[src/rtl/rv_alu_settings.svh]
`ifndef RV_ALU_SETTINGS_SVH
`define RV_ALU_SETTINGS_SVH

// datapath and register file geometry
`define XLEN        32
`define REG_ADDR_W  5
`define REG_COUNT   32

// major opcodes kept by the core
`define OPC_OP_IMM  7'b0010011   // register-immediate group
`define OPC_OP      7'b0110011   // register-register group

// funct3 codes shared by both groups
`define F3_ADD      3'b000   // add, sub, addi
`define F3_SLL      3'b001
`define F3_SLT      3'b010
`define F3_SLTU     3'b011
`define F3_XOR      3'b100
`define F3_SR       3'b101   // srl, sra and immediate forms
`define F3_OR       3'b110
`define F3_AND      3'b111

// funct7 codes
`define F7_BASE     7'b0000000
`define F7_ALT      7'b0100000   // selects sub and sra

`endif

[src/rtl/rv_alu_pkg.sv]
`include "rv_alu_settings.svh"

package rv_alu_pkg;

    // one data word
    typedef logic [`XLEN-1:0] word_t;

    // register index
    typedef logic [`REG_ADDR_W-1:0] reg_addr_t;

    // raw instruction word
    typedef logic [31:0] inst_t;

    // operation passed from decode to execute
    typedef enum logic [3:0] {
        OP_NOP  = 4'd0,
        OP_ADD  = 4'd1,
        OP_SUB  = 4'd2,
        OP_SLL  = 4'd3,
        OP_SLT  = 4'd4,
        OP_SLTU = 4'd5,
        OP_XOR  = 4'd6,
        OP_SRL  = 4'd7,
        OP_SRA  = 4'd8,
        OP_OR   = 4'd9,
        OP_AND  = 4'd10
    } alu_op_t;

endpackage

[src/rtl/alu_execute.sv]
`include "rv_alu_settings.svh"

module alu_execute import rv_alu_pkg::*; (
    input  logic      clk,
    input  logic      rst_n_i,

    input  logic      dec_valid_i,
    input  alu_op_t   dec_op_i,
    input  word_t     dec_a_i,
    input  word_t     dec_b_i,
    input  reg_addr_t dec_rd_i,

    output logic      ex_valid_o,
    output reg_addr_t ex_rd_o,
    output word_t     ex_data_o
);

    logic [4:0] shamt;
    word_t      alu_res;
    logic       writes;

    assign shamt = dec_b_i[4:0];

    always_comb begin
        case (dec_op_i)
            OP_ADD:  alu_res = dec_a_i + dec_b_i;
            OP_SUB:  alu_res = dec_a_i - dec_b_i;
            OP_SLL:  alu_res = dec_a_i << shamt;
            OP_SLT: begin
                alu_res = {{(`XLEN-1){1'b0}}, $signed(dec_a_i) < $signed(dec_b_i)};
            end
            OP_SLTU: begin
                alu_res = {{(`XLEN-1){1'b0}}, dec_a_i < dec_b_i};
            end
            OP_XOR:  alu_res = dec_a_i ^ dec_b_i;
            OP_SRL:  alu_res = dec_a_i >> shamt;
            OP_SRA:  alu_res = word_t'($signed(dec_a_i) >>> shamt);   // keep sign
            OP_OR:   alu_res = dec_a_i | dec_b_i;
            OP_AND:  alu_res = dec_a_i & dec_b_i;
            default: alu_res = '0;
        endcase
    end

    // nop and x0 writes die here
    assign writes = dec_valid_i && (dec_op_i != OP_NOP) && (dec_rd_i != '0);

    always_ff @(posedge clk) begin
        if (!rst_n_i) begin
            ex_valid_o <= 1'b0;
            ex_rd_o    <= '0;
            ex_data_o  <= '0;
        end else begin
            ex_valid_o <= writes;
            if (writes) begin
                ex_rd_o   <= dec_rd_i;
                ex_data_o <= alu_res;
            end
        end
    end

endmodule

[src/rtl/inst_decode.sv]
`include "rv_alu_settings.svh"

module inst_decode import rv_alu_pkg::*; (
    input  logic      clk,
    input  logic      rst_n_i,

    input  logic      wb_cyc_i,
    input  logic      wb_stb_i,
    input  logic      wb_we_i,
    input  inst_t     wb_dat_i,
    output logic      wb_ack_o,

    output reg_addr_t rf_raddr1_o,
    output reg_addr_t rf_raddr2_o,
    input  word_t     rf_rdata1_i,
    input  word_t     rf_rdata2_i,

    input  logic      byp_we_i,
    input  reg_addr_t byp_addr_i,
    input  word_t     byp_data_i,

    output logic      dec_valid_o,
    output alu_op_t   dec_op_o,
    output word_t     dec_a_o,
    output word_t     dec_b_o,
    output reg_addr_t dec_rd_o
);

    logic [6:0] opcode;
    logic [2:0] funct3;
    logic [6:0] funct7;
    reg_addr_t  rd;
    reg_addr_t  rs1;
    reg_addr_t  rs2;

    logic       accept;
    alu_op_t    op;
    logic       use_imm;
    logic       is_shift;
    word_t      imm_i;
    word_t      shamt;
    word_t      rs1_val;
    word_t      rs2_val;

    assign opcode = wb_dat_i[6:0];
    assign funct3 = wb_dat_i[14:12];
    assign funct7 = wb_dat_i[31:25];
    assign rd     = wb_dat_i[11:7];
    assign rs1    = wb_dat_i[19:15];
    assign rs2    = wb_dat_i[24:20];

    assign imm_i  = {{(`XLEN-12){wb_dat_i[31]}}, wb_dat_i[31:20]};
    assign shamt  = {{(`XLEN-5){1'b0}}, wb_dat_i[24:20]};

    // new request only while ack is low
    assign accept = wb_cyc_i && wb_stb_i && !wb_ack_o;

    always_comb begin
        op       = OP_NOP;
        use_imm  = 1'b0;
        is_shift = 1'b0;
        case (opcode)
            `OPC_OP_IMM: begin
                use_imm = 1'b1;
                case (funct3)
                    `F3_ADD:  op = OP_ADD;
                    `F3_SLT:  op = OP_SLT;
                    `F3_SLTU: op = OP_SLTU;
                    `F3_XOR:  op = OP_XOR;
                    `F3_OR:   op = OP_OR;
                    `F3_AND:  op = OP_AND;
                    `F3_SLL: begin
                        is_shift = 1'b1;
                        op       = OP_SLL;
                    end
                    `F3_SR: begin
                        is_shift = 1'b1;
                        op       = wb_dat_i[30] ? OP_SRA : OP_SRL;   // srai vs srli
                    end
                    default: op = OP_NOP;
                endcase
            end
            `OPC_OP: begin
                case (funct3)
                    `F3_ADD: begin
                        if (funct7 == `F7_BASE) op = OP_ADD;
                        else if (funct7 == `F7_ALT) op = OP_SUB;
                    end
                    `F3_SR: begin
                        if (funct7 == `F7_BASE) op = OP_SRL;
                        else if (funct7 == `F7_ALT) op = OP_SRA;
                    end
                    `F3_SLL:  if (funct7 == `F7_BASE) op = OP_SLL;
                    `F3_SLT:  if (funct7 == `F7_BASE) op = OP_SLT;
                    `F3_SLTU: if (funct7 == `F7_BASE) op = OP_SLTU;
                    `F3_XOR:  if (funct7 == `F7_BASE) op = OP_XOR;
                    `F3_OR:   if (funct7 == `F7_BASE) op = OP_OR;
                    `F3_AND:  if (funct7 == `F7_BASE) op = OP_AND;
                    default:  op = OP_NOP;
                endcase
            end
            default: op = OP_NOP;   // loads, stores, branches, lui, auipc
        endcase
    end

    assign rf_raddr1_o = rs1;
    assign rf_raddr2_o = rs2;

    // result stage writes on the same edge as this accept
    assign rs1_val = (byp_we_i && byp_addr_i == rs1) ? byp_data_i : rf_rdata1_i;
    assign rs2_val = (byp_we_i && byp_addr_i == rs2) ? byp_data_i : rf_rdata2_i;

    always_ff @(posedge clk) begin
        if (!rst_n_i) begin
            wb_ack_o    <= 1'b0;
            dec_valid_o <= 1'b0;
            dec_op_o    <= OP_NOP;
            dec_a_o     <= '0;
            dec_b_o     <= '0;
            dec_rd_o    <= '0;
        end else begin
            wb_ack_o    <= accept;   // one cycle pulse
            dec_valid_o <= accept && wb_we_i;   // reads are acked and dropped
            if (accept && wb_we_i) begin
                dec_op_o <= op;
                dec_a_o  <= rs1_val;
                if (use_imm) begin
                    dec_b_o <= is_shift ? shamt : imm_i;
                end else begin
                    dec_b_o <= rs2_val;
                end
                dec_rd_o <= (op == OP_NOP) ? '0 : rd;
            end
        end
    end

endmodule

[src/rtl/reg_file.sv]
`include "rv_alu_settings.svh"

module reg_file (
    input  logic                   clk,

    input  logic [`REG_ADDR_W-1:0] raddr1_i,
    input  logic [`REG_ADDR_W-1:0] raddr2_i,
    output logic [`XLEN-1:0]       rdata1_o,
    output logic [`XLEN-1:0]       rdata2_o,

    input  logic                   we_i,
    input  logic [`REG_ADDR_W-1:0] waddr_i,
    input  logic [`XLEN-1:0]       wdata_i
);

    logic [`XLEN-1:0] regs [`REG_COUNT];

    always_ff @(posedge clk) begin
        if (we_i && waddr_i != '0) begin   // x0 stays untouched
            regs[waddr_i] <= wdata_i;
        end
    end

    // x0 reads as zero
    always_comb begin
        if (raddr1_i == '0) begin
            rdata1_o = '0;
        end else begin
            rdata1_o = regs[raddr1_i];
        end
    end

    always_comb begin
        if (raddr2_i == '0) begin
            rdata2_o = '0;
        end else begin
            rdata2_o = regs[raddr2_i];
        end
    end

endmodule

[src/rtl/result_stage.sv]
module result_stage import rv_alu_pkg::*; (
    input  logic      clk,
    input  logic      rst_n_i,

    input  logic      ex_valid_i,
    input  reg_addr_t ex_rd_i,
    input  word_t     ex_data_i,

    output logic      rf_we_o,
    output reg_addr_t rf_waddr_o,
    output word_t     rf_wdata_o,

    output logic      retire_valid_o,
    output reg_addr_t retire_rd_o,
    output word_t     retire_data_o
);

    logic      ret_valid;
    reg_addr_t ret_rd;
    word_t     ret_data;

    always_ff @(posedge clk) begin
        if (!rst_n_i) begin
            ret_valid <= 1'b0;
            ret_rd    <= '0;
            ret_data  <= '0;
        end else begin
            ret_valid <= ex_valid_i;
            if (ex_valid_i) begin
                ret_rd   <= ex_rd_i;
                ret_data <= ex_data_i;
            end
        end
    end

    // write lands at the end of the retire cycle, also feeds decode bypass
    assign rf_we_o    = ret_valid;
    assign rf_waddr_o = ret_rd;
    assign rf_wdata_o = ret_data;

    assign retire_valid_o = ret_valid;
    assign retire_rd_o    = ret_rd;
    assign retire_data_o  = ret_data;

endmodule

[src/rtl/rv_alu_top.sv]
module rv_alu_top import rv_alu_pkg::*; (
    input  logic      clk,
    input  logic      rst_n_i,

    input  logic      wb_cyc_i,
    input  logic      wb_stb_i,
    input  logic      wb_we_i,
    input  inst_t     wb_dat_i,
    output logic      wb_ack_o,

    output logic      retire_valid_o,
    output reg_addr_t retire_rd_o,
    output word_t     retire_data_o
);

    reg_addr_t rf_raddr1;
    reg_addr_t rf_raddr2;
    word_t     rf_rdata1;
    word_t     rf_rdata2;

    logic      rf_we;
    reg_addr_t rf_waddr;
    word_t     rf_wdata;

    logic      dec_valid;
    alu_op_t   dec_op;
    word_t     dec_a;
    word_t     dec_b;
    reg_addr_t dec_rd;

    logic      ex_valid;
    reg_addr_t ex_rd;
    word_t     ex_data;

    inst_decode u_decode (
        .clk         (clk),
        .rst_n_i     (rst_n_i),
        .wb_cyc_i    (wb_cyc_i),
        .wb_stb_i    (wb_stb_i),
        .wb_we_i     (wb_we_i),
        .wb_dat_i    (wb_dat_i),
        .wb_ack_o    (wb_ack_o),
        .rf_raddr1_o (rf_raddr1),
        .rf_raddr2_o (rf_raddr2),
        .rf_rdata1_i (rf_rdata1),
        .rf_rdata2_i (rf_rdata2),
        .byp_we_i    (rf_we),      // bypass taps the write port
        .byp_addr_i  (rf_waddr),
        .byp_data_i  (rf_wdata),
        .dec_valid_o (dec_valid),
        .dec_op_o    (dec_op),
        .dec_a_o     (dec_a),
        .dec_b_o     (dec_b),
        .dec_rd_o    (dec_rd)
    );

    alu_execute u_execute (
        .clk         (clk),
        .rst_n_i     (rst_n_i),
        .dec_valid_i (dec_valid),
        .dec_op_i    (dec_op),
        .dec_a_i     (dec_a),
        .dec_b_i     (dec_b),
        .dec_rd_i    (dec_rd),
        .ex_valid_o  (ex_valid),
        .ex_rd_o     (ex_rd),
        .ex_data_o   (ex_data)
    );

    result_stage u_result (
        .clk            (clk),
        .rst_n_i        (rst_n_i),
        .ex_valid_i     (ex_valid),
        .ex_rd_i        (ex_rd),
        .ex_data_i      (ex_data),
        .rf_we_o        (rf_we),
        .rf_waddr_o     (rf_waddr),
        .rf_wdata_o     (rf_wdata),
        .retire_valid_o (retire_valid_o),
        .retire_rd_o    (retire_rd_o),
        .retire_data_o  (retire_data_o)
    );

    reg_file u_regs (
        .clk      (clk),
        .raddr1_i (rf_raddr1),
        .raddr2_i (rf_raddr2),
        .rdata1_o (rf_rdata1),
        .rdata2_o (rf_rdata2),
        .we_i     (rf_we),
        .waddr_i  (rf_waddr),
        .wdata_i  (rf_wdata)
    );

endmodule

[config.mk]
export PLATFORM = sky130hd
export DESIGN_NAME = rv_alu_top
export DESIGN_NICKNAME = d
export VERILOG_FILES = /design/src/rtl/rv_alu_pkg.sv /design/src/rtl/alu_execute.sv /design/src/rtl/inst_decode.sv /design/src/rtl/reg_file.sv /design/src/rtl/result_stage.sv /design/src/rtl/rv_alu_top.sv
export VERILOG_INCLUDE_DIRS = /design/src /design/src/rtl
export SDC_FILE = /design/constraint.sdc
export NUM_CORES = 2
export LEC_CHECK = 0
export BUFFER_PORTS_ARGS = -buffer_cell sky130_fd_sc_hd__buf_2
export CORE_UTILIZATION = 45
export DETAILED_ROUTE_END_ITERATION = 7
export PLACE_DENSITY = 0.56
export SYNTH_ARGS = -nofsm -noshare
export SYNTH_HDL_FRONTEND = slang
export SYNTH_SLANG_ARGS = --single-unit
[constraint.sdc]
create_clock -name clk -period 7.9 [get_ports clk]
set_input_delay 1.185 -clock clk [delete_from_list [all_inputs] [get_ports clk]]
set_output_delay 1.185 -clock clk [all_outputs]
set_load 0.05 [all_outputs]
Word level (Yosys, flattened, before mapping)

Memories as Yosys holds them, arrays and structs flattened.
Index checks and enable logic that the tools add are counted.

Register bits: 151
Memory bits (writable): 1,024
Input port bits: 37
Output and inout port bits: 39
Word-level logic and storage cells: 90
Memories: 1

Memory list:

| name        | words | bits a word | read ports | clocked after memory_dff | write ports | RTL line       | text |
|---|---|---|---|---|---|---|---|
| u_regs.regs | 32    | 32          | 2          | 0                        | 1           | reg_file.sv:16 | `` logic [`XLEN-1:0] regs [`REG_COUNT]; `` |

Add/subtract/negate cells: 2
$lt $le $gt $ge: 2
Equal/unequal tests: 22
Shift-type cells: 3
Mux-type cells: 27
Bitwise gates (word level): 3
Reduce and logical (&&, ||, !) cells: 18

Operators by type and width:

| cell                 | count |
|---|---|
| $pmux W32 S10        | 1 |
| $mux W32             | 6 |
| $lt A32 B32 Y1       | 2 |
| $pmux W4 S8          | 2 |
| $add A32 B32 Y32     | 1 |
| $and A32 B32 Y32     | 1 |
| $or A32 B32 Y32      | 1 |
| $shl A32 B5 Y32      | 1 |
| $shr A32 B5 Y32      | 1 |
| $sshr A32 B5 Y32     | 1 |
| $sub A32 B32 Y32     | 1 |
| $xor A32 B32 Y32     | 1 |
| $mux W4              | 6 |
| $eq A4 B3 Y1 const B | 4 |
| $eq A7 B6 Y1 const B | 2 |
| $eq A3 B3 Y1 const B | 4 |
| $eq A4 B4 Y1 const B | 3 |
| $eq A5 B5 Y1         | 2 |
| $logic_not A5 Y1     | 2 |
| $reduce_bool A5 Y1   | 2 |
| $mux W3              | 3 |
| $eq A4 B2 Y1 const B | 2 |
| $logic_and A1 B1 Y1  | 8 |
| $pmux W4 S2          | 1 |
| other kinds (13)     | 19 |

Longest topological paths before layout

Depth after elaboration: 7
Gate-level depth with buffers: 16
Gate-level depth less buffers: 13

Hierarchy

From an unflattened synthesis, not the netlist that was laid out.

Cell total of the unflattened synthesis: 4,556
Area total of the unflattened synthesis: 63,568.5 um2

Modules (own cells, without submodules):

| module       | instances | cells each | area an instance (um2) | seq. area each (um2) |
|---|---|---|---|---|
| reg_file     | 1         | 2,564      | 47,904.7               | 30,749.5 |
| alu_execute  | 1         | 1,393      | 10,263.6               | 760.7 |
| inst_decode  | 1         | 440        | 3,681.0                | 1,501.4 |
| result_stage | 1         | 159        | 1,719.1                | 760.7 |

Worst setup path before layout

Ideal clock, no wire load.

Kind: reg-to-reg
Start point: register u_result.ret_rd[1], in the netlist u_result.retire_rd_o[1]
End point: memory u_regs.regs[22][0] (netlist bit) (enable)
Library setup time: 0.461 ns
Data arrival time: 3.728 ns
Required time: 7.439 ns
Slack: 3.711 ns
Stages on the path, launching flop included: 6
Path buffers: 2
Clock period less this slack: 4.189 ns
Cells stage by stage: dfxtp_1 clkbuf_1 nand2_1 or2_2 clkbuf_1 nor3_1

Longest elaborated chain between the ends: 4

RTL lines:

| element                       | RTL line           | text |
|---|---|---|
| start, declared               | result_stage.sv:19 | `reg_addr_t ret_rd;` |
| start signal, assigned        | result_stage.sv:30 | `ret_rd <= ex_rd_i;` |
| $reduce_bool A5 Y1            | reg_file.sv:19     | `if (we_i && waddr_i != '0) begin` |
| $logic_and A1 B1 Y1           | reg_file.sv:19     |  |
| $mux W1                       | reg_file.sv:19     |  |
| $mux W1 (not written as such) | reg_file.sv:20     | `regs[waddr_i] <= wdata_i;` |
| end, declared                 | reg_file.sv:16     |  |

Several ways; a longest one is shown, not always the timed one.

Worst setup path in the final report

Start point: register u_decode.dec_b_o[4]
End point: register u_execute.ex_data_o[30]

Longest elaborated chain between the ends: 2
Elaborated cells on any way between the ends: 6
Classes of those cells: add/sub (2); shift (3); mux (1)

RTL lines:

| element                                        | RTL line           | text |
|---|---|---|
| start, declared                                | inst_decode.sv:25  | `output word_t dec_b_o,` |
| start signal, assigned                         | inst_decode.sv:128 | `dec_b_o <= is_shift ? shamt : imm_i;` |
| start signal, assigned                         | inst_decode.sv:130 | `dec_b_o <= rs2_val;` |
| $sub A32 B32 Y32, or another cell as far along | alu_execute.sv:27  | `OP_SUB: alu_res = dec_a_i - dec_b_i;` |
| $pmux W32 S10 *                                | alu_execute.sv:25  | `case (dec_op_i)` |
| end signal, assigned                           | alu_execute.sv:56  | `ex_data_o <= alu_res;` |
| end, declared                                  | alu_execute.sv:15  | `output word_t ex_data_o` |

Mark *: on every way between the ends. The rest lies on a longest branch, timed or not.
A chain may end at the register's enable or synchronous reset.

==> summary.md <==
| Metric | Value |
|---|---|
| Run status | complete, no violations |
| Setup slack, reg-to-reg | 3.14 ns |
| GP Congestion | 0.971 |
| Synth Flop Type | edfxtp_1 |
| Share of cells above drive strength 1 | 0.195 |
| Switching part of the total | 0.254 |
| Synthesized area per cell | 13.1 um^2 |
| HP Class | reg2reg |
| Yosys Warn Count | 0 |
| Post-Synthesis Cells | 4,776 |
| Crit end category | register |
| Worst clock skew | 0.0249 ns |
| Initial antenna violation count | 2 |
| Via Count | 44,900 |
| Cell type with the largest total area after synthesis | edfxtp_1 |
| Setup violators final | 0 |
| Hold path endpoint | u_execute.ex_data_o[5]$_SDFFE_PN0P_ |
| Final std cells w/o fill | 6,665 |
| Psw | 3640 uW |
| Setup Buffers After CTS | 0 |
| Synth top area cells | edfxtp_1, mux4_2, mux2i_1 |
| Final global-route overflow total | 0 |
| Util after Layout | 0.505 |
| Seq/Total Area, Yosys | 0.539 |
| Die height | 375 um |
| Max Fclk | 210 MHz |
| Crit Path Category | reg2reg |
| Vias per cell | 6.74 |
| Met3 usage | 0.0552 |
| Row count | 136 |
| Yosys cell types | 95 |
| Starting DRC count in detailed routing | 5,471 |
| Clock transition at the registers of the reported paths | 0.06 ns |
| Synth async-reset ratio | 0 |
| FF+latch count, synth | 1,175 |
| Arr. time, crit path | 5.40 ns |
| Wire per inst | 33.2 um |
| Period Utilization, post-route | 0.603 |
| Total number of H-tree levels | 4 |
| Yosys top cell area share | 0.491 |
| Hold slack | 0.460 ns |
| First-pass GRT wire length | 316 mm |
| Fin crit period | 4.76 ns |
| Cell area power density | 207 nW/um^2 |
| Reg power frac | 0.468 |
| Met2 Resource Use GR | 0.475 |
| Worst Path Max Fanout | 46 |
| EDFF count, synth | 1,024 |
| Hold path depth | 2 |
| Largest net degree at the start of global routing | 97 |
| Setup TNS | 0 ns |
| Required @ worst endpoint | 8.54 ns |
| Die width | 375 um |
| Initial Util | 0.455 |
| Reg2Reg Depth | 13 |
| Drt first pass iters | 7 |
| Slew headroom | 0.183 |
| Worst setup SP type | register |
| DRC Markers | 0 |
| Final ANT Viol Nets | 0 |
| Total Wirelength | 221 mm |
| Pint | 10,700 uW |
| Final Hold Viols | 0 |
| Synth-to-layout area growth | 11.0% |
| Clk sinks | 1,175 |
| Slew @ Worst Pin | 1.22 ns |
| Tot GR Track Use | 0.311 |
| Resize count post-CTS | 0 |
| FF-to-FF End | u_execute.ex_data_o[30]$_SDFFE_PN0P_ |
| Worst-Skew Late Latency | 0.78 ns |
| Gate power share | 0.103 |
| Clock power frac | 0.429 |
| # IOs | 76 |
| HP Start | u_execute.ex_data_o[5]$_SDFFE_PN0P_ |
| Nets | 4,900 |
| Worst vdd ir | 0.179 mV |
| Post-DP HPWL | 134 mm |
| Core area | 138,000 um^2 |
| Mapped cell area | 62,600 um^2 |
| Clock Tree Buf Depth | 3 |
| Max_cap viols | 0 |
| Vias in the first global route | 43,500 |
| Met1 GRT Util | 0.447 |
| Worst reg2reg startpoint | u_decode.dec_b_o[4]$_SDFFE_PN0P_ |
| Root Buffer | clkbuf_16 |
| Max Slew Vio Count | 0 |
| DIE AREA | 141,000 um^2 |
| I/O Buffers | 75 |
| CTS tree | yes |
| Global routing's busiest layer | met2 |
| Leak pwr | 0.0236 uW |
| TritonCTS Buffers | 136 |
| CTS Hold Buffers Added | 0 |
| Placed insts | 6,418 |
| RSZ-0062 raised after global routing | false |
-- worst max path at each step --
stage	from	endpoint	slack (ns)
global route	u_decode.dec_b_o[0]$_SDFFE_PN0P_	u_execute.ex_data_o[30]$_SDFFE_PN0P_	2.93
detailed placement	wb_dat_i[20]	u_decode.dec_b_o[26]$_SDFFE_PN0P_	3.12
CTS	u_decode.dec_b_o[4]$_SDFFE_PN0P_	u_execute.ex_data_o[30]$_SDFFE_PN0P_	3.31
floorplan	u_result.retire_rd_o[1]$_SDFFE_PN0P_	u_regs.regs[22][0]$_DFFE_PP_	3.71
finish	u_decode.dec_b_o[4]$_SDFFE_PN0P_	u_execute.ex_data_o[30]$_SDFFE_PN0P_	3.14
global placement	wb_dat_i[20]	u_decode.dec_b_o[26]$_SDFFE_PN0P_	3.04
-- per-stage QoR --
step           power [uW]  cell area (um^2)  setup slack [ns]
2_1_floorplan        7840             62800              3.71
3_3_place_gp         8300             65200              3.04
3_5_place_dp         8300             65200              3.12
4_1_cts             14400             69500              3.31
5_1_grt             14800             69500              2.93
6_report            14400             69500              3.14
-- power by group through the flow --
| stage | clock network, uW | registers, uW | logic [uW] |
|---|---|---|---|
| 6_report | 6170 | 6720 | 1480 |
| 4_1_cts | 6250 | 6720 | 1450 |
| 3_3_place_gp | 0 | 6850 | 1440 |
| 5_1_grt | 6480 | 6720 | 1570 |
| 3_5_place_dp | 0 | 6850 | 1440 |
| 2_1_floorplan | 0 | 6820 | 1020 |
-- layout by cell type, fill, tap and decap left out, types with 126 or more instances in the layout --
cell,count
a21oi_1,303
a221oi_1,229
buf_4,126
clkbuf_16,140
dfxtp_1,145
edfxtp_1,1024
mux2i_1,431
mux4_2,343
nand2_1,201
nor2_1,405
o21ai_0,317
-- worst max-delay path, cell delays in order, from the launching register on --
cell and delay [ns]:
dfxtp_1 0.31, buf_4 0.43, inv_1 0.57, ha_1 0.68
and3_1 0.20, o2bb2ai_1 0.16, o31ai_2 0.16, o41ai_1 0.77
o31a_1 0.31, a41oi_2 0.27, nor2_1 0.24, mux2i_1 0.10
nor4_1 0.28, a31oi_1 0.11
-- synthesized netlist by cell type, types with 35 or more instances --
cell type,instances
a221oi_1,229
nor3_1,35
nand2_1,202
mux2_2,121
inv_1,93
mux2i_1,431
buf_1,41
dfxtp_1,151
buf_2,81
clkbuf_1,240
mux4_2,343
edfxtp_1,1024
a21oi_1,306
ha_1,99
a211oi_1,74
a22oi_1,99
o211ai_1,47
nand3_1,37
o21ai_0,318
nor2_1,431
-- kinds of logic after synthesis --
kind of cell               share of synthesized area
AOI/OAI and AO/OA                              0.135
and+or+nand+nor                               0.0550
buffers and inverters                         0.0333
DFF                                            0.539
other                                      0.0000599
xor gates and xnor gates                     0.00280
muxes                                          0.214
adders and majority gates                     0.0204
-- state kept, by name (all words and copies together), names as in the netlist --
signal / flops
u_regs.regs: 1024
u_decode.dec_a_o: 32
u_decode.dec_b_o: 32
u_execute.ex_data_o: 32
u_result.retire_data_o: 32
u_decode.dec_rd_o: 5
u_execute.ex_rd_o: 5
u_result.retire_rd_o: 5
u_decode.dec_op_o: 4
u_decode.dec_valid_o: 1
u_decode.wb_ack_o: 1
u_execute.ex_valid_o: 1
u_result.retire_valid_o: 1
-- final cells by class --
type | instances | area [um^2]
diodes | 2 | 5.00
clock buffers | 179 | 3690
clock inverters | 66 | 616
fillers | 11800 | 68300
inverters | 100 | 378
multi-input cells | 3140 | 27200
flip-flops and latches | 1175 | 33800
well taps | 1794 | 2240
repair buffers | 209 | 1590
-- metal layers --
metal	routed length (um)	vias to the layer above
met4	7970	2
met2	99600	2437
met3	20200	406
li1	-	19000
met5	14	-
met1	93600	23100
Power figures use the tool's default switching activity.
